===== src/common/datapathPkg.sv =====
// ~~~~~~~~~~~~~~~~~~~~~~~~~~~~~~~~~~~~~~~~
// widths, counts and word types of the datapath
// referenced by scoped name from the RTL blocks
// ~~~~~~~~~~~~~~~~~~~~~~~~~~~~~~~~~~~~~~~~
`default_nettype none

package datapathPkg;

  // word width and general register count
  localparam int dataWidth = 32;
  localparam int numRegs = 16;

  // low bus bits taken as the shift or rotate count
  localparam int shiftWidth = 5;

  // bus source slots, the general registers occupy 0 to numRegs-1
  localparam int hiSlot = numRegs;
  localparam int loSlot = numRegs + 1;
  localparam int zHighSlot = numRegs + 2;
  localparam int zLowSlot = numRegs + 3;
  localparam int pcSlot = numRegs + 4;
  localparam int mdrSlot = numRegs + 5;
  localparam int inPortSlot = numRegs + 6;
  localparam int irSlot = numRegs + 7;

  localparam int numBusSources = irSlot + 1;
  localparam int busSelWidth = $clog2(numBusSources);

  // one bus word
  typedef logic [dataWidth-1:0] wordT;

  // Z double word, upper half HI-style and lower half LO-style
  typedef logic [2*dataWidth-1:0] productT;

  // general register contents as seen by the bus mux
  typedef wordT [numRegs-1:0] regArrayT;

endpackage

`default_nettype wire


===== src/design/busMux.sv =====
// ~~~~~~~~~~~~~~~~~~~~~~~~~~~~~~~~~~~~~~~~
// single shared bus driven by the one-hot out-strobes
// zero on the bus when no strobe is raised
// ~~~~~~~~~~~~~~~~~~~~~~~~~~~~~~~~~~~~~~~~
`timescale 1ns/10ps
`default_nettype none

module busMux (
  input  datapathPkg::regArrayT             regQ,
  input  datapathPkg::wordT                 pcQ,
  input  datapathPkg::wordT                 irQ,
  input  datapathPkg::wordT                 mdrQ,
  input  datapathPkg::wordT                 hiQ,
  input  datapathPkg::wordT                 loQ,
  input  datapathPkg::wordT                 inPortQ,
  input  datapathPkg::productT              zQ,
  input  logic [datapathPkg::numRegs-1:0]   regOut,
  input  logic                              hiOut,
  input  logic                              loOut,
  input  logic                              zHighOut,
  input  logic                              zLowOut,
  input  logic                              pcOut,
  input  logic                              mdrOut,
  input  logic                              inPortOut,
  input  logic                              irOut,
  output datapathPkg::wordT                 busData
);

  logic [datapathPkg::numBusSources-1:0] outVec;
  logic [datapathPkg::busSelWidth-1:0]   srcSel;
  logic                                  anyOut;
  datapathPkg::wordT                     srcWord [2**datapathPkg::busSelWidth];

  // strobes gathered in slot order
  always_comb begin
    outVec = '0;
    outVec[datapathPkg::numRegs-1:0] = regOut;
    outVec[datapathPkg::hiSlot] = hiOut;
    outVec[datapathPkg::loSlot] = loOut;
    outVec[datapathPkg::zHighSlot] = zHighOut;
    outVec[datapathPkg::zLowSlot] = zLowOut;
    outVec[datapathPkg::pcSlot] = pcOut;
    outVec[datapathPkg::mdrSlot] = mdrOut;
    outVec[datapathPkg::inPortSlot] = inPortOut;
    outVec[datapathPkg::irSlot] = irOut;
  end

  // source words in the same order, unused slots read zero
  always_comb begin
    for (int i = 0; i < 2**datapathPkg::busSelWidth; i++) begin
      srcWord[i] = '0;
    end
    for (int i = 0; i < datapathPkg::numRegs; i++) begin
      srcWord[i] = regQ[i];
    end
    srcWord[datapathPkg::hiSlot] = hiQ;
    srcWord[datapathPkg::loSlot] = loQ;
    srcWord[datapathPkg::zHighSlot] = zQ[datapathPkg::dataWidth +: datapathPkg::dataWidth];
    srcWord[datapathPkg::zLowSlot] = zQ[0 +: datapathPkg::dataWidth];
    srcWord[datapathPkg::pcSlot] = pcQ;
    srcWord[datapathPkg::mdrSlot] = mdrQ;
    srcWord[datapathPkg::inPortSlot] = inPortQ;
    srcWord[datapathPkg::irSlot] = irQ;
  end

  // one-hot to index, OR of the active slot numbers
  always_comb begin
    srcSel = '0;
    for (int i = 0; i < datapathPkg::numBusSources; i++) begin
      if (outVec[i]) begin
        srcSel = srcSel | i[datapathPkg::busSelWidth-1:0];
      end
    end
  end

  assign anyOut = |outVec;
  assign busData = anyOut ? srcWord[srcSel] : '0;

endmodule

`default_nettype wire


===== config.mk =====
export PLATFORM = sky130hd
export DESIGN_NAME = busMux
export DESIGN_NICKNAME = d
export VERILOG_FILES = /design/src/common/datapathPkg.sv /design/src/design/busMux.sv
export SDC_FILE = /design/constraint.sdc
export NUM_CORES = 1
export LEC_CHECK = 0
export ABC_AREA = 1
export BUFFER_PORTS_ARGS = -buffer_cell sky130_fd_sc_hd__clkbuf_2
export CORE_AREA = 2 2 322 324
export DETAILED_ROUTE_END_ITERATION = 16
export DIE_AREA = 0 0 324 326
export SLEW_MARGIN = 40
export SYNTH_ARGS = -nofsm -noshare
export SYNTH_HDL_FRONTEND = slang
export SYNTH_SLANG_ARGS = --single-unit

===== constraint.sdc =====
create_clock -name vclk -period 3.6
set_clock_uncertainty 0.1 [all_clocks]
set_input_delay 0.18 -clock vclk [all_inputs]
set_output_delay 0.18 -clock vclk [all_outputs]
set_load 0.005 [all_outputs]

Word level (Yosys, flattened, before mapping)

Index checks and enable logic that the tools add are counted.
W data, S select, Z words.

Word-level logic and storage cells: 30
Bits of input ports: 792
Register bits after elaboration: 0
Output and inout port bits: 32

Magnitude comparators: 1
Muxes and demuxes: 27
Reductions and logical operators: 1
Bitwise operators: 1

Operators with widths:

| operator             | number |
|---|---|
| $bmux W32 S5         | 1 |
| $mux W32             | 3 |
| $mux W5              | 8 |
| $mux W4              | 8 |
| $reduce_or A24 Y1    | 1 |
| $mux W3              | 4 |
| $ge A6 B6 Y1 const B | 1 |
| $not A5 Y6           | 1 |
| $mux W2              | 2 |
| $mux W1              | 1 |

Logic depth before layout (Yosys ltp)

Word-level depth: 28
Depth in mapped cells: 14
Depth with buffers taken out: 12

Worst setup path after synthesis

Ideal clock, no wire load.

Path kind: input -> output
From: input regOut[3] (netlist bit)
To: output busData[17]
Path slack: 1.880 ns
Stages: 12
Path buffers: 2
Arrival time: 1.440 ns
Required time: 3.320 ns
Path through: or2_1 nor2_4 nand2_2 buf_6 buf_2 nand2_1 nand3_1 nand3_1 nand2_1 nand2_1 nand3_1 nor2_1

Longest elaborated chain between the ends: 26
Elaborated cells on any way between the ends: 27
Classes of those cells: 25 x mux; 1 x bitwise; 1 x reduce/logical

Ends and longest elaborated chain:

| what                                        | RTL line     | source |
|---|---|---|
| start, declared                             | busMux.sv:17 | `input logic [datapathPkg::numRegs-1:0] regOut,` |
| $mux W2                                     | busMux.sv:70 | `if (outVec[i]) begin` |
| $mux W3 (4 in a row)                        | busMux.sv:70 |  |
| $mux W4 (8 in a row)                        | busMux.sv:70 |  |
| $mux W5 (8 in a row)                        | busMux.sv:70 |  |
| $not A5 Y6 (not written as such)            | busMux.sv:77 | `assign busData = anyOut ? srcWord[srcSel] : '0;` |
| $bmux W32 S5                                | busMux.sv:77 |  |
| $mux W32 (not written as such) (2 in a row) | busMux.sv:77 |  |
| $mux W32 *                                  | busMux.sv:77 |  |
| end, declared                               | busMux.sv:26 | `output datapathPkg::wordT busData` |

Every way passes the cells marked *; elsewhere a longest branch is shown, timed or not. The select of a mux whose other input is x is not followed.

Worst setup path after layout

From: input regOut[1] (netlist bit)
To: output busData[4]

Longest elaborated chain between the ends: 28
Elaborated cells on any way between the ends: 29
Classes of those cells: 27 x mux; 1 x bitwise; 1 x reduce/logical

Ends and longest elaborated chain:

| what                                        | RTL line |
|---|---|
| $mux W1                                     | busMux.sv:70 |
| $mux W2 (2 in a row)                        | busMux.sv:70 |
| $mux W3 (4 in a row)                        | busMux.sv:70 |
| $mux W4 (8 in a row)                        | busMux.sv:70 |
| $mux W5 (8 in a row)                        | busMux.sv:70 |
| $not A5 Y6 (not written as such)            | busMux.sv:77 |
| $bmux W32 S5                                | busMux.sv:77 |
| $mux W32 (not written as such) (2 in a row) | busMux.sv:77 |
| $mux W32 *                                  | busMux.sv:77 |

Marked as above.

==> impl_metrics.yaml <==
power_and_ir_drop:
  p_per_area_nw_per_um2: 61.1
  p_leak_nw: 8.56
  total_power_uw: 926
  ir_drop_mv: 0.0336
sta:
  finalWorstSetupSlack_ns: 0.289
  period_share_pct: 92.0
  min_period_ns: 3.31
  slew_headroom_pct: 54.0
  hold_slack_ns: 0.872
  tns_ns: 0
  rsz0062_at_grt: "false"
  fmax_mhz: 302
  hold_viol: 0
  finalSetupViolCount: 0
  tightest_slew_ns: 0.690
  drv_slew: 0
logic_synthesis:
  ys_seq_area_share_pct: 0
  synth_commonest_cells: "nand3_1 (893), nand2_1 (628), inv_1 (206)"
  syn_area_um2: 9570
  post-synth-top-count-cell: "nand3_1"
  ys_types: 19
  synth_nets: 2875
  netlist_top_cells_area: "nand3_1 (47%), nand2_1 (25%), inv_1 (8.1%)"
  yosys.area.top_type: "nand3_1"
  avgSynthCellArea_um2: 4.59
  netlist_instances: 2083
  synth.top_cell.area_share_pct: 46.7
  synth_warnings: 0
final_layout:
  drive_above_1_share_pct: 32.2
  fin_nets: 3551
  final_cell_area_um2: 15200
  area_growth_pct: 58.4
  post-route-util_pct: 14.8
  nClkBuffers: 0
  design.seq.count: 0
  ff_latch_area_um2: 0
  stdcell_count: 4149
global_route:
  grt_pass1_wl_mm: 124
  grt_usage_pct: 16.7
  grt_pass1_vias: 16100
  grt_max_degree: 104
  grt_overflow: 0
  antenna_found_initial: 36
route:
  drc: 0
  vias: 17100
  drt_iter0_drc: 1316
  wl_per_cell_um: 22.7
  drt_pre_antenna_iters: 6
  wl_mm: 94.3
  detail-route-antenna-nets: 0
  via_per_inst: 4.12
placement:
  place_area_um2: 15100
  hpwl_mm: 79.0
  place_congestion: 0.868
  post-place-ws_ns: 0.0897
  io_buffers: 824
  dp.cells: 4137
job:
  maxCapViolations: 0
setup_path:
  critPathMaxFanout: 97
  endpoint_kind: "output pin"
  start_kind: "input port"
  worst_ep_arrival_time_ns: 3.03
  critPathKind: "in -> out"
  critPathRequiredTime_ns: 3.32
clock_tree:
  post_cts_buffers: 0
  ctsResizeCount: 0
  postCtsHoldBufs: 0
floorplanning:
  die_w_um: 324
  num_rows: 118
  start_util_pct: 9.33
  ioPinCount: 824
  core_area_um2: 103000
  die_area_um2: 106000
  die_height_um: 326
worst_hold_path:
  hold_path.class: "in -> out"
  min_to: "busData[30]"
  whs_path_depth: 8
  min_from: "regQ[190]"
run_status:
  status: "finished clean"
==> how the worst max path moves through the flow <==
| stage | from | end | slack, ns | cells past startpoint |
|---|---|---|---|---|
| 3_3_place_gp | regOut[3] | busData[4] | 0.05 | 11 |
| 5_1_grt | regOut[1] | busData[4] | 0.01 | 15 |
| 4_1_cts | regOut[3] | busData[4] | 0.09 | 11 |
| 2_1_floorplan | regOut[3] | busData[17] | 1.88 | 12 |
| 6_report | regOut[1] | busData[4] | 0.29 | 15 |
| 3_5_place_dp | regOut[3] | busData[4] | 0.09 | 11 |
==> cells in the final DEF (no fill, tap or decap), types with 2 or more instances in the layout <==
cell      netlist  final
clkbuf_2        0    824
nand3_1       893    892
inv_1         206    205
nor2_1         45     44
nand4_1         2      2
nand3b_1       95     95
nand2_1       628    626
nor4_1          2      2
buf_4           4     33
inv_2           2      2
nor2_4          2      3
buf_12          0     20
diode_2         0     12
==> power breakdown <==
group	internal, mW	switching, mW
clock network	0.000000449	0
logic	0.457	0.469
registers	0	0
total	0.457	0.469
==> critical path: stages <==
cell and delay, ns:
clkbuf_2 0.09, nor2_1 0.12, nand2_1 0.10, nor2_4 0.33, buf_4 0.26, buf_12 0.34, nand3_1 0.37, nand3_1 0.31
nand2_1 0.08, nand2_1 0.06, nand3_1 0.07, nand2_1 0.08, inv_1 0.04, nor2_1 0.29, clkbuf_2 0.19
==> cells by family (layout without fill, tap and decap cells) <==
| family | Yosys count | in the layout | share of synthesized area (%) |
|---|---|---|---|
| AND/OR/NAND/NOR | 1672 | 1672 | 81.4 |
| other | 0 | 12 | 0 |
| buffers and inverters | 411 | 1085 | 18.6 |
==> per-layer routing <==
| layer | up-vias | wire length (um) | GRT usage, % |
|---|---|---|---|
| met5 | - | 229 | 0 |
| met2 | 831 | 44200 | 28.7 |
| met4 | 36 | 1640 | 2.28 |
| met3 | 108 | 7300 | 3.77 |
| met1 | 7933 | 40900 | 21.7 |
| li1 | 8203 | - | - |
==> layout make-up <==
class,instances,area (um^2)
fillers,12200,87500
diodes,12,30.0
well taps,1380,1730
repair buffers,877,4770
inverters,208,783
multi-input cells,1672,7850
Power figures use the tool's default switching activity.
