`src/common/datapathPkg.sv`:
```
// ~~~~~~~~~~~~~~~~~~~~~~~~~~~~~~~~~~~~~~~~
// widths, counts and word types of the datapath
// referenced by scoped name from the RTL blocks
// ~~~~~~~~~~~~~~~~~~~~~~~~~~~~~~~~~~~~~~~~
`default_nettype none

package datapathPkg;

  // word width and general register count
  localparam int dataWidth = 32;
  localparam int numRegs = 16;

  // low bus bits taken as the shift or rotate count
  localparam int shiftWidth = 5;

  // bus source slots, the general registers occupy 0 to numRegs-1
  localparam int hiSlot = numRegs;
  localparam int loSlot = numRegs + 1;
  localparam int zHighSlot = numRegs + 2;
  localparam int zLowSlot = numRegs + 3;
  localparam int pcSlot = numRegs + 4;
  localparam int mdrSlot = numRegs + 5;
  localparam int inPortSlot = numRegs + 6;
  localparam int irSlot = numRegs + 7;

  localparam int numBusSources = irSlot + 1;
  localparam int busSelWidth = $clog2(numBusSources);

  // one bus word
  typedef logic [dataWidth-1:0] wordT;

  // Z double word, upper half HI-style and lower half LO-style
  typedef logic [2*dataWidth-1:0] productT;

  // general register contents as seen by the bus mux
  typedef wordT [numRegs-1:0] regArrayT;

endpackage

`default_nettype wire

```
`src/design/registerFile.sv`:
```
// ~~~~~~~~~~~~~~~~~~~~~~~~~~~~~~~~~~~~~~~~
// sixteen general registers loaded from the bus
// ~~~~~~~~~~~~~~~~~~~~~~~~~~~~~~~~~~~~~~~~
`timescale 1ns/10ps
`default_nettype none

module registerFile (
  input  logic                              clock,
  input  logic                              arstN,
  input  logic [datapathPkg::numRegs-1:0]   regIn,
  input  datapathPkg::wordT                 busData,
  output datapathPkg::regArrayT             regQ
);

  // one register per slot, each with its own load strobe
  for (genvar r = 0; r < datapathPkg::numRegs; r++) begin : g_reg
    always_ff @(posedge clock or negedge arstN) begin
      if (!arstN) begin
        regQ[r] <= '0;
      end else if (regIn[r]) begin
        regQ[r] <= busData;
      end
    end
  end

endmodule

`default_nettype wire

```
`config.mk`:
```
export PLATFORM = sky130hd
export DESIGN_NAME = registerFile
export DESIGN_NICKNAME = d
export VERILOG_FILES = /design/src/common/datapathPkg.sv /design/src/design/registerFile.sv
export SDC_FILE = /design/constraint.sdc
export NUM_CORES = 1
export LEC_CHECK = 0
export ABC_AREA = 1
export BUFFER_PORTS_ARGS = -buffer_cell sky130_fd_sc_hd__buf_2
export CAP_MARGIN = 0
export CORE_AREA = 2 2 219 221
export CTS_CLUSTER_SIZE = 10
export DETAILED_ROUTE_END_ITERATION = 6
export DIE_AREA = 0 0 221 223
export PLACE_DENSITY = 0.72
export RECOVER_POWER = 50
export SKIP_LAST_GASP = 1
export SLEW_MARGIN = 20
export SYNTH_ARGS = -nofsm -noshare
export SYNTH_HDL_FRONTEND = slang
export SYNTH_SLANG_ARGS = --single-unit
```
`constraint.sdc`:
```
create_clock -name clock -period 0.8 [get_ports clock]
set_input_delay 0.04 -clock clock [delete_from_list [all_inputs] [get_ports clock]]
set_output_delay 0.04 -clock clock [all_outputs]
set_load 0.005 [all_outputs]
```
# After elaboration in Yosys (flattened, before gate mapping)
# Cells that the tools add are included.
[classes] addsub=0 mul=0 div_mod_pow=0 magnitude_cmp=0 eq_ne=0 shift=0 n_mux=0 bitwise=0 reduce_logical=0
[word_totals] ff_bits=512 latch_bits=0 ram_bits=0 rom_bits=0 in_bits=50 out_inout_bits=512 elab_cells=16 mem_count=0

# Depth between registers and ports, before layout
# Gate-level depths: netlist (run 1).
[logic_depth] depth_word=0 mapped_depth=5 depth_no_buf=3

# Worst setup path before layout (run 1)
# Ideal clock, no wire load.
[synth_timing] path_kind="reg2reg" from="register regQ[171] (netlist name)" to="register regQ[171] (netlist bit)" arrival_time_ns=0.475 t_required_ns=0.684 setup_slack_ns=0.209 path_stages_with_launch=3 n_path_buf=0 synth_period_minus_slack_ns=0.591 path_cell_list="dfrtp_1 -> nand2_2 -> nand2_1"
[synth_rtl] item="end signal, assigned by index" line_no="registerFile.sv:21" text="regQ[r] <= busData;"
[synth_rtl] item="end, declared" line_no="registerFile.sv:12" text="output datapathPkg::regArrayT regQ"

# Final worst setup path (run 1)
[layout_timing] from="register regQ[110] (netlist bit)" to="output regQ[110] (netlist bit)"
# No word-level cell between the ends.

==> impl_metrics.toml, run 1 <==
[worst_hold_path]
hold_depth = 5
min_path_type = "input port to flop"
holdPathEnd = "regQ[299]"
hold_start = "regIn[9]"

[timing]
setup_viol = 950
rsz0062_at_grt = "yes"
slew_violations = 0
tightestPinTransition_ns = 0.692
slew_headroom = 0.539
fmax_mhz = 804
min_period_ns = 1.24
skew_ns = 0
hold_viol_final = 0
post-route-period-util = 1.56
fin_ws_ns = -0.444

[logic_synthesis]
ys_seq_area_frac = 0.621
syn_area_per_cell_um2 = 9.21
syn_inst = 2240
synth_top_area_cell = "dfrtp_1"
syn_nets = 2290
yosys-top-cells-count = "nand2_1 (1416), dfrtp_1 (512), nand2_2 (120)"
async_flop_share = 1.00
synthTopCellsByArea = "dfrtp_1 (62%), nand2_1 (26%), nand2_2 (3.6%)"
synth_edf_count = 0
synth_cell_types = 12
synth_top_area_frac = 0.621
synth_warnings = 0
ys_ff_latch = 512
synth_area_mm2 = 0.0206
yosysMostFrequentCell = "nand2_1"
synth_ff_type = "dfrtp_1"

[critical_path]
timing.critical_path.cells = "buf_2"
r2r-start = "regQ[142]"
rrSetupSlack_ns = -0.10
worstSetupStartpointType = "flop"
r2r-end = "regQ[142]"
slowest_stage = "dfrtp_1"
arrival_ns = 1.20
r2r_cells = 4
end_kind = "output pin"
critPathBufInv = 1
crit_type = "flop to output pin"
cp_max_fo = 2
slowest_delay_ns = 0.44
cp.required_ns = 0.76
cp_top_family = "flip-flops"

[drt]
wl_per_cell_um = 19.6
vias = 19400
drt-initial-drc-count = 1777
drc = 0
first_pass_iters = 6
drtAntennaViolNets = 0
routed_wl_um = 75200
via_per_inst = 5.05

[cts]
numCtsBuffers = 58
htree_levels = 2
numClockSinks = 512
clockRootBuffer = "clkbuf_16"
cts_tree = "done"
clk_latency_ns = 0.59
cts_buffer_depth = 3
clk_pin_slew_ns = 0.06

[job]
max_cap_viol_count = 0

[layout]
final_cell_count_no_fill = 3835
fin_nets = 3257
reg_top3 = "regQ: 512 flops"
num_antenna_cells = 0
top_register = "regQ"
area_delta_synth_final_pct = 40.6
largest_register_ff_count = 512
drive_above_1_share = 0.385
finish.utilization = 0.615

[die]
rows = 80
die_area_mm2 = 0.0493
io_pins = 562
dieHeight_um = 223
initial_core_util = 0.437
die_w_um = 221
core_mm2 = 0.0471

[power]
seq_power_share = 0.452
pwr-share-comb = 0.180
power_density_mw_per_mm2 = 2260
switching_power_mw = 17.7
internal-power_mw = 47.9
leakagePower_nw = 16.8
clock_power_share = 0.368
peakVddDrop_mv = 1.80
switching_share = 0.270

[place]
post-place-cells = 3309
port_buffers = 561
gp_congestion = 0.857
post-dp-hpwl_um = 46700

[outcome]
violations = "setup timing"
status = "complete, but fails checks"

[global_route]
grt_pass1_wl_um = 108000
overflow = 0
grt_pass1_vias = 18400
grt_max_degree = 79
antenna_found_initial = 0
gr-usage-all-layers = 0.284
==> worst max-delay path by stage <==
stage / from / end / slack (ns) / depth (start not counted)
after floorplan: regQ[171] / regQ[171] / 0.21 / 2
after global placement: regIn[11] / regQ[365] / -0.05 / 4
after detailed placement: regIn[11] / regQ[382] / -0.08 / 4
after CTS: regQ[110] / regQ[110] / -0.47 / 1
after global routing: regQ[109] / regQ[109] / -0.47 / 1
final: regQ[110] / regQ[110] / -0.44 / 1
==> stage by stage <==
stage | hold slack, ns | setup WS, ns | instance area (µm²) | total power [mW] | TNS (ns)
global placement | 0.135 | -0.0508 | 23500 | 38.2 | -1.81
CTS | 0.0946 | -0.467 | 27500 | 64.1 | -196.48
global route | 0.362 | -0.473 | 29000 | 67.8 | -275.55
detailed placement | 0.133 | -0.0824 | 23500 | 38.5 | -2.00
finish | 0.357 | -0.444 | 29000 | 65.6 | -226.26
floorplan | -0.256 | 0.209 | 20600 | 33.8 | 0
==> timing repair <==
action	4_1_cts	5_1_grt
setup buffers	218	191
endpoints found under the setup margin	512	567
pin swaps	0	5
hold buffers	49	0
hold endpoints to repair	1024	0
gates resized for setup	40	37
==> cell type report <==
| class | count | area (µm²) |
|---|---|---|
| Multi-Input combinational cell | 1536 | 6080 |
| Timing Repair Buffer | 1083 | 7590 |
| Sequential cell | 512 | 12800 |
| Tap cell | 615 | 769 |
| Clock buffer | 72 | 1600 |
| Clock inverter | 1 | 30.0 |
| Inverter | 16 | 125 |
| Fill cell | 3724 | 18100 |
==> layout by cell type, fill, tap and decap left out, drive strengths merged <==
cell type / instances
buf: 1022
bufinv: 1
clkbuf: 84
dfrtp: 512
dlygate4sd3: 49
inv: 16
nand2: 1536
==> logic make-up (layout without fill, tap and decap cells) <==
group	after synthesis	after routing	share of synthesized area
and+or+nand+nor	1536	1536	0.294
DFF	512	512	0.621
buffers and inverters	192	1172	0.0845
==> power groups by stage <==
stage	sequential [mW]	combinational [mW]	clock, mW
4_1_cts	29.6	10.3	24.3
6_report	29.7	11.8	24.1
3_5_place_dp	30.1	8.41	0
2_1_floorplan	30.1	3.70	0
3_3_place_gp	30.0	8.20	0
5_1_grt	29.9	12.7	25.3
==> routing by layer <==
metal	GRT usage	vias up	part of all wire
li1	-	8555	-
met4	0.121	0	0.045
met1	0.355	9352	0.37
met3	0.0851	262	0.11
met5	0	-	0
met2	0.460	1212	0.47
Power figures use the tool's default switching activity.
==> inputs of run 2 (changes only) <==
--- a/config.mk
+++ b/config.mk
@@ -12,6 +12,7 @@
 export CTS_CLUSTER_SIZE = 10
 export DETAILED_ROUTE_END_ITERATION = 6
 export DIE_AREA = 0 0 221 223
+export MAX_ROUTING_LAYER = met4
 export PLACE_DENSITY = 0.72
 export RECOVER_POWER = 50
 export SKIP_LAST_GASP = 1
==> impl_metrics.toml, run 2 (synthesized netlist as in run 1, its figures left out) <==
[cts]
numCtsBuffers = 58
cts_tree = "done"
cts_buffer_depth = 3
clk_latency_ns = 0.59
clk_pin_slew_ns = 0.06
clockRootBuffer = "clkbuf_16"
htree_levels = 2
numClockSinks = 512

[timing]
post-route-period-util = 1.56
slew_headroom = 0.529
hold_slack_ns = 0.341
setup_viol = 952
tightestPinTransition_ns = 0.707
finalSetupTns_ns = -229.42
hold_viol_final = 0
slew_violations = 0
skew_ns = 0
rsz0062_at_grt = "yes"
fmax_mhz = 802
min_period_ns = 1.25
fin_ws_ns = -0.447

[layout]
final_common_cell = "nand2_1"
regArea_mm2 = 0.0128
final_cell_mix = "nand2_1 (1411), dfrtp_1 (512), buf_2 (503)"
final.fill_count = 3720
largest_register_ff_count = 512
area_delta_synth_final_pct = 40.6
final_cell_count_no_fill = 3836
top_register = "regQ"
fin_nets = 3256
multiInputGateArea_mm2 = 0.00608
drive_above_1_share = 0.385
reg_top3 = "regQ: 512 flops"

[die]
rows = 80
dieHeight_um = 223
core_mm2 = 0.0471
initial_core_util = 0.437
io_pins = 562
die_w_um = 221
die_area_mm2 = 0.0493

[drt]
drtAntennaViolNets = 0
drt-initial-drc-count = 1808
first_pass_iters = 6
drc = 0
routed_wl_um = 75400
wl_per_cell_um = 19.6
vias = 19400
via_per_inst = 5.06

[global_route]
grt_pass1_vias = 18400
gr-usage-all-layers = 0.293
grt_pass1_wl_um = 108000
antenna_found_initial = 1
grt_max_degree = 79
overflow = 0

[place]
gp_congestion = 0.871
port_buffers = 561
post-place-cells = 3309
post-dp-hpwl_um = 46700
dp_slack_ns = -0.0824

[critical_path]
cp_top_family = "flip-flops"
critPathBufInv = 1
slowest_delay_ns = 0.44
slowest_stage = "dfrtp_1"
arrival_ns = 1.21
cp.required_ns = 0.76
cp_max_fo = 2
worstSetupStartpointType = "flop"
timing.critical_path.cells = "buf_2"
crit_type = "flop to output pin"
end_kind = "output pin"

[worst_hold_path]
min_path_type = "input port to flop"

[power]
power.total_mw = 65.6
leakagePower_nw = 16.8
peakVddDrop_mv = 1.79
power_density_mw_per_mm2 = 2260

[outcome]
status = "complete, but fails checks"
violations = "setup timing"

[job]
max_cap_viol_count = 0
## run 2: final timing paths
| check | start | to | slack, ns | cells after the start |
|---|---|---|---|---|
| max | regQ[109] | regQ[109] | -0.45 | 1 |
| min | regIn[9] | regQ[299] | 0.34 | 5 |
| max reg2reg | regQ[5] | regQ[5] | -0.09 | 4 |
| min reg2reg | regQ[361] | regQ[361] | 0.46 | 2 |
| max in group asynchronous | arstN | regQ[370] | -0.21 | 4 |
| min in group asynchronous | arstN | regQ[437] | 0.51 | 3 |
## run 2: power breakdown
part / internal [mW] / switching (mW)
registers: 28.2 / 1.47
clock network: 14.0 / 10.1
logic: 5.67 / 6.15
total: 47.9 / 17.7
## run 2: metal layers
| layer | share of wire | vias to the layer above | global-route usage |
|---|---|---|---|
| met2 | 0.47 | 1228 | 0.462 |
| met5 | 0 | - | - |
| met3 | 0.10 | 278 | 0.0782 |
| met1 | 0.38 | 9369 | 0.360 |
| li1 | - | 8552 | - |
| met4 | 0.048 | 0 | 0.118 |
## run 2: repair_timing
item / 4_1_cts / 5_1_grt
hold endpoints to repair: 1024 / 0
endpoints found under the setup margin: 512 / 567
gates resized for setup: 40 / 39
pin swaps: 0 / 6
buffers inserted: 218 / 190
hold buffers: 49 / 0
## run 2: metrics by stage
| stage | utilization | cell area, µm² |
|---|---|---|
| 3_5_place_dp | 0.499 | 23500 |
| 2_1_floorplan | - | 20600 |
| 4_1_cts | 0.582 | 27500 |
| 3_3_place_gp | 0.499 | 23500 |
| 6_report | 0.615 | 29000 |
| 5_1_grt | 0.615 | 29000 |
## run 2: cell type report
cell class	instances	share of cell area
repair buffers	1082	0.261
inverters	16	0.00431
clock buffers	72	0.0551
flip-flops and latches	512	0.442
multi-input cells	1536	0.210
diodes	2	0.000173
well taps	615	0.0265
clock inverters	1	0.00104
