**config.mk**
```make
export PLATFORM = sky130hd
export DESIGN_NAME = datapathRegs
export DESIGN_NICKNAME = d
export VERILOG_FILES = /design/src/common/datapathPkg.sv /design/src/design/datapathRegs.sv
export SDC_FILE = /design/constraint.sdc
export NUM_CORES = 1
export LEC_CHECK = 0
export BUFFER_PORTS_ARGS = -buffer_cell sky130_fd_sc_hd__buf_4
export CORE_AREA = 4 4 187 189
export DETAILED_ROUTE_END_ITERATION = 8
export DIE_AREA = 0 0 191 193
export GPL_TIMING_DRIVEN = 0
export HOLD_SLACK_MARGIN = 0.15
export PLACE_DENSITY = 0.65
export SLEW_MARGIN = 0
export SYNTH_ARGS = -nofsm -noshare
export SYNTH_HDL_FRONTEND = slang
export SYNTH_SLANG_ARGS = --single-unit
export TNS_END_PERCENT = 10
```
**constraint.sdc**
```tcl
create_clock -name clock -period 1.1 [get_ports clock]
set_clock_uncertainty 0.1 [all_clocks]
set_input_delay 0.22 -clock clock [delete_from_list [all_inputs] [get_ports clock]]
set_output_delay 0.22 -clock clock [all_outputs]
set_load 0.005 [all_outputs]
```
**src/common/datapathPkg.sv**
```systemverilog
// ~~~~~~~~~~~~~~~~~~~~~~~~~~~~~~~~~~~~~~~~
// widths, counts and word types of the datapath
// referenced by scoped name from the RTL blocks
// ~~~~~~~~~~~~~~~~~~~~~~~~~~~~~~~~~~~~~~~~
`default_nettype none

package datapathPkg;

  // word width and general register count
  localparam int dataWidth = 32;
  localparam int numRegs = 16;

  // low bus bits taken as the shift or rotate count
  localparam int shiftWidth = 5;

  // bus source slots, the general registers occupy 0 to numRegs-1
  localparam int hiSlot = numRegs;
  localparam int loSlot = numRegs + 1;
  localparam int zHighSlot = numRegs + 2;
  localparam int zLowSlot = numRegs + 3;
  localparam int pcSlot = numRegs + 4;
  localparam int mdrSlot = numRegs + 5;
  localparam int inPortSlot = numRegs + 6;
  localparam int irSlot = numRegs + 7;

  localparam int numBusSources = irSlot + 1;
  localparam int busSelWidth = $clog2(numBusSources);

  // one bus word
  typedef logic [dataWidth-1:0] wordT;

  // Z double word, upper half HI-style and lower half LO-style
  typedef logic [2*dataWidth-1:0] productT;

  // general register contents as seen by the bus mux
  typedef wordT [numRegs-1:0] regArrayT;

endpackage

`default_nettype wire

```
**src/design/datapathRegs.sv**
```systemverilog
// ~~~~~~~~~~~~~~~~~~~~~~~~~~~~~~~~~~~~~~~~
// special registers around the bus: PC, IR, MAR, MDR, Y, HI, LO, Z
// and the input port; each loads on its strobe at the clock edge
// ~~~~~~~~~~~~~~~~~~~~~~~~~~~~~~~~~~~~~~~~
`timescale 1ns/10ps
`default_nettype none

module datapathRegs (
  input  logic                 clock,
  input  logic                 arstN,
  input  datapathPkg::wordT    busData,
  input  datapathPkg::wordT    memData,
  input  datapathPkg::wordT    inPortData,
  input  datapathPkg::productT aluResult,
  input  logic                 pcIn,
  input  logic                 irIn,
  input  logic                 marIn,
  input  logic                 mdrIn,
  input  logic                 mdMuxRead,
  input  logic                 yIn,
  input  logic                 hiIn,
  input  logic                 loIn,
  input  logic                 zIn,
  input  logic                 inPortIn,
  output datapathPkg::wordT    pcQ,
  output datapathPkg::wordT    irQ,
  output datapathPkg::wordT    mdrQ,
  output datapathPkg::wordT    yQ,
  output datapathPkg::wordT    hiQ,
  output datapathPkg::wordT    loQ,
  output datapathPkg::wordT    inPortQ,
  output datapathPkg::productT zQ,
  output datapathPkg::wordT    memAddr
);

  datapathPkg::wordT marQ;
  datapathPkg::wordT mdrD;

  // MDR takes memory data on a read, bus data otherwise
  assign mdrD = mdMuxRead ? memData : busData;

  // fetch path registers
  always_ff @(posedge clock or negedge arstN) begin
    if (!arstN) begin
      pcQ  <= '0;
      irQ  <= '0;
      marQ <= '0;
      mdrQ <= '0;
    end else begin
      if (pcIn)  pcQ  <= busData;
      if (irIn)  irQ  <= busData;
      if (marIn) marQ <= busData;
      if (mdrIn) mdrQ <= mdrD;
    end
  end

  // ALU operand, result and port registers
  always_ff @(posedge clock or negedge arstN) begin
    if (!arstN) begin
      yQ      <= '0;
      hiQ     <= '0;
      loQ     <= '0;
      zQ      <= '0;
      inPortQ <= '0;
    end else begin
      if (yIn)      yQ      <= busData;
      if (hiIn)     hiQ     <= busData;
      if (loIn)     loQ     <= busData;
      if (zIn)      zQ      <= aluResult;
      if (inPortIn) inPortQ <= inPortData;
    end
  end

  // address goes straight out of MAR
  assign memAddr = marQ;

endmodule

`default_nettype wire

```
; After elaboration in Yosys (flattened, before gate mapping)
; Cells that the tools add are included.
[totals]
register_bits = 320
output_inout_bits = 320
elab_cells = 10
[op_classes]
mux = 1
[op_table]
columns = cell, n
row1 = 2-to-1 mux 32 bit, 1

; Longest topological paths before layout
; Gate-level depths: netlist of the first run.
[logic_depth]
ltp_word = 1
mapped_depth = 4
ltp_nobuf = 2

; Worst setup path after synthesis of the first run
; Ideal clock, no wire load.
[synth_timing]
kind = input to register
start = in zIn
end = reg zQ[10]
setup_time_ns = 0.125
t_arrival_ns = 0.826
required_ns = 0.875
slack_ns = 0.049
path_stages = 3
n_path_buf = 2
path_cell_list = buf_6 > buf_12 > mux2_4
[synth_lines]
columns = element, line_no
row1 = from (decl), datapathRegs.sv:23  ; input logic zIn,
row2 = to (signal assigned), datapathRegs.sv:69  ; if (zIn) zQ <= aluResult;
row3 = to (decl), datapathRegs.sv:32  ; output datapathPkg::productT zQ,
; No word-level cell between the ends.

; Worst setup path in the final report of the first run
[layout_timing]
start = reg zQ[10]
end = out zQ[10]
; No word-level cell between the ends.

==> summary.txt, run 1 <==
Outcome
  – Violations in the final reports: negative hold slack, negative setup slack
  – Result of the run: finished with violations

Timing
  – Number of setup violations in the final report: 398
  – Slack of the critical path: -0.294 ns
  – Fin Hold WS: -0.420 ns
  – Final Hold Fails: ~110
  – Highest Clock Rate: 718 MHz
  – Worst max-slew margin expressed relative to the limit: 0.587
  – Fraction of the cycle the final worst path needs: 1.27
  – Total count of max-transition violations in the final report: 0
  – Fin crit period: around 1.4 ns
  – Total negative slack for setup checks: -95.80 ns
  – RSZ-0062 raised after global routing: true
  – Worst Max-Slew Pin Slew: between 0.6 and 0.7 ns

Placement
  – Placed Instance Area: approximately 0.017 mm^2
  – Pre-CTS WS: -0.413 ns
  – Hpwl dp: 28.6 mm
  – Port Buffer Count: 481
  – Cells after DPL: 1681
  – Placer congestion estimate: 0.767

Worst setup path
  – CP Cell Sequence: buf_6
  – Worst path buffer plus inverter count: 1
  – Endpoint class of the critical path: output port
  – Maximum net fanout on the critical path: 2
  – Reg-to-Reg Start: zQ[56]$_DFFE_PN0P_
  – Critical-path cell with the highest stage delay: dfrtp_1
  – Category of the worst setup path launch point: flip-flop
  – Worst reg2reg setup slack: -0.05 ns
  – Worst EP arrival: 1.07 ns
  – Critical Path Start: zQ[10]$_DFFE_PN0P_
  – CP Class: reg2out
  – CP max stage delay: 0.42 ns
  – Required arrival time at the worst endpoint: a little under 0.8 ns
  – Family with the most delay on the worst path: flip-flops

Clock network
  – Clk Latency, worst-skew pair: 0.50 ns
  – Clock transition time at the flip-flop clock pins of the worst setup and hold paths: approximately 0.060 ns
  – Maximum buffer depth of the clock tree: 3
  – Clock root buffer: clkbuf_16
  – H-Tree Level Count: 2
  – Clock tree from TritonCTS: yes
  – Number of clock buffers inserted by TritonCTS: 37
  – Number of sinks handled by clock tree synthesis: 320

Power
  – Power per cell area: around 1500 mW/mm^2
  – Leak Pwr: 10.0 nW
  – Max IR drop VDD: 0.00112 V
  – Post-layout total power: 32.7 mW

Detailed routing
  – Post-route DRC: 0
  – Met1 routed wirelength after detailed routing: 16.8 mm
  – Wirelength per Cell: 22.3 um
  – First DRT Iteration DRCs: 288
  – Number of search-and-repair iterations in the first detailed-routing pass: 4
  – Met2 wire len: between 20 and 25 mm
  – Routed length on met3: 3.15 mm
  – Total wire length after detailed routing: 43.5 mm
  – Highest metal used: met4
  – Routed Antenna Nets: 0
  – Vias: 9275
  – Detail-routed via count per cell: about 4.8

Die
  – Die area: 0.0369 mm^2
  – Top-Level Pins: 492
  – Number of standard-cell rows in the floorplan: 67
  – Core Region: 0.0333 mm^2
  – Starting density of the core: 0.383
  – Die H: 193 um
  – Horiz. Die Dim: 191 um

Synthesis
  – Number of synthesized flops with an enable pin: 0
  – Yosys warns: 0
  – Share of Yosys cell area claimed by the top area cell type: 0.628
  – Distinct cell type count after synthesis: 12
  – Proportion of synthesized chip area in sequential cells: 0.628
  – FFs w/ async S/R, synth: 1.00
  – Syn Inst Count: 750
  – Net Count, Synth: 922
  – Most frequently used flop master after synthesis: dfrtp_1
  – Cells taking the most area after synthesis: dfrtp_1, mux2_2, mux2_4
  – Post-Synthesis Cell Area: between 0.01 and 0.015 mm^2
  – Number of synthesized register bits: 320
  – Most numerous cell in the Yosys netlist: dfrtp_1
  – Synth area leader: dfrtp_1
  – Post-synth top cells: dfrtp_1, mux2_2, mux2_4
  – Post-synthesis average cell area: between 15 and 20 um^2

Cells and area
  – Filler cell count in the final layout: 2352
  – Area taken by multi-input logic gates: 0.00421 mm^2
  – Register Area: 0.00801 mm^2
  – Final-stage net count: 1643
  – Core Util, Final: 0.641
  – Layout overhead on the synthesized area: 67.3%
  – Non-filler instance count after layout: 1948
  – Post-route design area: ~0.021 mm^2
  – Share of layout cells above drive strength 1: 0.603

Global routing
  – First-pass GRT wire length: between 60 and 70 mm
  – Pin count of the biggest net entering global routing: 116
  – Gr usage total: 0.227
  – Overall overflow remaining after global route: 0
  – Initial antenna violation count: 2
  – Number of global-route vias before repair: 10400

Worst hold path
  – Hold crit path type: in2async

Flow run
  – # Max-Cap Violations: 0
path summary, 6_finish.rpt:
| kind | end | cells after the start |
|---|---|---|
| worst max-delay path | zQ[10] | 1 |
| worst min-delay path | zQ[3]$_DFFE_PN0P_ | 1 |
| worst max register to register | zQ[56]$_DFFE_PN0P_ | 3 |
| worst min register to register | memAddr[31]$_DFFE_PN0P_ | 1 |
| max in group asynchronous | memAddr[11]$_DFFE_PN0P_ | 2 |
| min in group clock | yQ[31]$_DFFE_PN0P_ | 2 |
cells in the final DEF, fill, tap and decap left out, types with 6 or more instances in the layout:
cell           instances
dfrtp_1              320
clkbuf_1               6
clkinv_2              11
dlygate4sd3_1        170
buf_6                354
buf_4                184
mux2_4                98
nor2_1                32
mux2i_1               32
clkbuf_16             37
a21oi_1               32
buf_12                 7
mux2_2               190
cell type report:
class	instances	share of cell area
plain buffers	46	0.0251
repair buffers	682	0.320
well taps	448	0.0263
flip-flops and latches	320	0.375
diodes	2	0.000235
clock inverters	20	0.00903
multi-input cells	384	0.197
clock buffers	46	0.0469
what timing repair did:
action,4_1_cts,5_1_grt
setup buffers,12,13
resized for setup,320,7
endpoints found under the setup margin,320,612
endpoints found under the hold margin,421,302
hold buffers,169,8
cell families after synthesis:
kind of cell / share of synthesized area
AOI/OAI and AO/OA: 0.0126
buffers and inverters: 0.0420
DFF: 0.628
muxes: 0.308
and+or+nand+nor: 0.00942
registers in the layout, indices dropped and copies added, names as in the netlist:
signal,count
zQ,64
hiQ,32
inPortQ,32
irQ,32
loQ,32
mdrQ,32
memAddr,32
pcQ,32
yQ,32
layer usage:
metal,vias to the layer above,global-route usage
met1,4696,0.275
li1,4087,-
met3,94,0.0630
met5,-,0
met2,398,0.385
met4,0,0.0939
power by group:
group	internal [mW]	switching (mW)
combinational	4.42	2.29
sequential	13.0	0.919
clock	7.18	4.92
total	24.6	8.13
(Power assumes the default switching activity.)
==> run 2, diff against run 1 <==
--- a/config.mk
+++ b/config.mk
@@ -6,12 +6,11 @@
 export NUM_CORES = 1
 export LEC_CHECK = 0
 export BUFFER_PORTS_ARGS = -buffer_cell sky130_fd_sc_hd__buf_4
-export CORE_AREA = 4 4 187 189
+export CORE_AREA = 4 4 192 194
 export DETAILED_ROUTE_END_ITERATION = 8
-export DIE_AREA = 0 0 191 193
+export DIE_AREA = 0 0 196 198
 export GPL_TIMING_DRIVEN = 0
 export HOLD_SLACK_MARGIN = 0.15
-export PLACE_DENSITY = 0.65
 export SLEW_MARGIN = 0
 export SYNTH_ARGS = -nofsm -noshare
 export SYNTH_HDL_FRONTEND = slang
==> constraint.sdc (replaced) <==
create_clock -name clock -period 1.15 [get_ports clock]
set_clock_uncertainty 0.1 [all_clocks]
set_input_delay 0.23 -clock clock [delete_from_list [all_inputs] [get_ports clock]]
set_output_delay 0.23 -clock clock [all_outputs]
set_load 0.005 [all_outputs]
==> summary.txt, run 2 (synthesis results as in run 1) <==
Worst setup path
  – Required arrival time at the worst endpoint: 0.82 ns (+0.04 ns)
  – CP Class: reg2out
  – RR Endpoint: zQ[6]$_DFFE_PN0P_
  – CP max stage delay: 0.44 ns (+0.02 ns)
  – Family with the most delay on the worst path: flip-flops
  – Category of the worst setup path launch point: flip-flop
  – R2R cell count: 3 (unchanged)
  – Worst EP arrival: 1.11 ns (+0.04 ns)
  – CP Cell Sequence: buf_6
  – Reg-to-Reg Start: zQ[6]$_DFFE_PN0P_
  – Worst path buffer plus inverter count: 1 (unchanged)
  – Worst reg2reg setup slack: 0.01 ns (+0.06 ns)
  – Maximum net fanout on the critical path: 2 (unchanged)
  – Critical-path cell with the highest stage delay: dfrtp_1
  – Endpoint class of the critical path: output port

Clock network
  – Maximum buffer depth of the clock tree: 3 (unchanged)
  – Clock transition time at the flip-flop clock pins of the worst setup and hold paths: 0.06 ns (about the same)
  – H-Tree Level Count: 2 (unchanged)
  – Clk Latency, worst-skew pair: 0.51 ns (about the same)
  – Number of clock buffers inserted by TritonCTS: 37 (unchanged)
  – Clock root buffer: clkbuf_16
  – Number of sinks handled by clock tree synthesis: 320 (unchanged)
  – Clock tree from TritonCTS: yes

Cells and area
  – Most common cell after layout, fill and taps aside: buf_6
  – Post-route design area: 0.0214 mm^2 (+0.55%)
  – Register name with the most flops: zQ
  – Layout overhead on the synthesized area: 68.2%
  – Commonest cells after routing, fill and taps aside: buf_6, dfrtp_1, mux2_2
  – Final-stage net count: 1641 (-0.12%)
  – Number of flip-flops under the largest register name: 64 (unchanged)
  – Share of layout cells above drive strength 1: 0.599 (-0.00401)
  – Filler cell count in the final layout: 2644 (+12%)

Detailed routing
  – Met1 routed wirelength after detailed routing: 16.8 mm (+0.30%)
  – Routed length on met3: 3.58 mm (+14%)
  – Number of search-and-repair iterations in the first detailed-routing pass: 4 (unchanged)
  – Wirelength per Cell: 22.0 um (-1.5%)
  – Vias: 9071 (-2.2%)
  – Routed Antenna Nets: 0 (unchanged)
  – Met2 wire len: 21.0 mm (-3.2%)
  – Highest metal used: met4
  – Post-route DRC: 0 (unchanged)
  – Total wire length after detailed routing: 43.1 mm (-0.94%)
  – First DRT Iteration DRCs: 244 (-15%)
  – Detail-routed via count per cell: 4.63 (-2.8%)

Placement
  – Port Buffer Count: 481 (unchanged)
  – Placer congestion estimate: 0.905 (+18%)
  – Placed Instance Area: 0.0170 mm^2 (about the same)
  – Hpwl dp: 29.7 mm (+3.9%)

Global routing
  – Overall overflow remaining after global route: 0 (unchanged)
  – Gr usage total: 0.215 (-0.0120)
  – Pin count of the biggest net entering global routing: 121 (+4.3%)
  – First-pass GRT wire length: 64.2 mm (+0.39%)
  – Number of global-route vias before repair: 10100 (-2.7%)
  – Initial antenna violation count: 1 (-1)

Timing
  – Final Hold Fails: 86 (-18%)
  – Slack of the critical path: -0.287 ns (+0.00666 ns)
  – RSZ-0062 raised after global routing: true
  – Worst Max-Slew Pin Slew: 0.710 ns (+0.0902 ns)
  – Total count of max-transition violations in the final report: 0 (unchanged)
  – Total negative slack for setup checks: -76.73 ns (+19.08 ns)
  – Fin Hold WS: -0.387 ns (+0.0324 ns)
  – Highest Clock Rate: 696 MHz
  – Number of setup violations in the final report: 355 (-11%)
  – Fraction of the cycle the final worst path needs: 1.25
  – Worst max-slew margin expressed relative to the limit: 0.526 (-0.0602)
  – Fin crit period: 1.44 ns

Die
  – Die area: 0.0388 mm^2 (+5.3%)
  – Number of standard-cell rows in the floorplan: 69 (+3.0%)
  – Core Region: 0.0352 mm^2 (+5.8%)
  – Horiz. Die Dim: 196 um (+2.6%)
  – Top-Level Pins: 492 (unchanged)
  – Die H: 198 um (+2.6%)
  – Starting density of the core: 0.362 (-0.0211)

Worst hold path
  – Hold crit path type: in2async

Power
  – Power per cell area: 1480 mW/mm^2 (-3.2%)
  – Post-layout total power: 31.8 mW (-2.7%)
  – Leak Pwr: 10.1 nW (+0.97%)
  – Max IR drop VDD: 0.00111 V (-0.86%)

Outcome
  – Result of the run: finished with violations
  – Violations in the final reports: negative hold slack, negative setup slack

Flow run
  – # Max-Cap Violations: 0 (unchanged)
-- run 2: changes by cell type in the layout (fill, tap and decap cells not counted), moves of 2 or more --
cell	delta
clkinvlp_4	-3
buf_12	+2
clkbuf_8	+3
buf_6	-6
buf_8	+2
dlymetal6s4s_1	+7
buf_4	-6
clkbuf_16	+2
-- run 2: area by class of cell --
class / instances / area [um^2] / share of cell area
multi-input combinational: 384 / 4210 / 0.196
sequential: 320 / 8010 / 0.373
tap: 461 / 577 / 0.0269
antenna: 1 / 2.50 / 0.000117
buffer: 46 / 566 / 0.0264
clock buffer: 51 / 1090 / 0.0509
timing repair buffer: 680 / 6820 / 0.318
clock inverter: 17 / 174 / 0.00811
-- run 2: how the worst max path moves through the flow --
stage,from,to,slack [ns],cells after the start
2_1_floorplan,zIn,zQ[10]$_DFFE_PN0P_,0.09,3
3_3_place_gp,arstN,zQ[0]$_DFFE_PN0P_,-3.31,1
3_5_place_dp,mdrIn,mdrQ[21]$_DFFE_PN0P_,-0.36,3
4_1_cts,mdrQ[7]$_DFFE_PN0P_,mdrQ[7],-0.31,1
5_1_grt,mdrQ[7]$_DFFE_PN0P_,mdrQ[7],-0.32,1
6_report,mdrQ[7]$_DFFE_PN0P_,mdrQ[7],-0.29,1
-- run 2: power breakdown --
| part | switching (mW) | leakage (nW) | internal (mW) |
|---|---|---|---|
| logic | 2.19 | 5.78 | 4.23 |
| clock network | 4.80 | 0.632 | 7.35 |
| registers | 0.866 | 3.72 | 12.4 |
-- run 2: repair_timing --
action | in CTS | in global routing
hold buffers | 174 | 6
pin swaps | 0 | 0
gates resized for setup | 320 | 17
endpoints found under the hold margin | 406 | 185
buffers inserted | 7 | 11
endpoints found under the setup margin | 320 | 513
-- run 2: per-layer routing --
layer  vias to the layer above  track usage
li1                       4082            -
met3                        76       0.0715
met4                         0       0.0796
met2                       367        0.360
met5                         -            0
met1                      4546        0.260
-- run 2: stage by stage --
stage	util	hold WS (ns)	setup WS, ns	instances
6_report	0.609	-0.387	-0.287	1960
5_1_grt	0.609	-0.337	-0.315	1960
4_1_cts	0.604	-0.358	-0.309	1943
3_5_place_dp	0.483	0.201	-0.355	1694
3_3_place_gp	0.481	0.361	-3.31	1692
2_1_floorplan	-	-0.166	0.0887	750
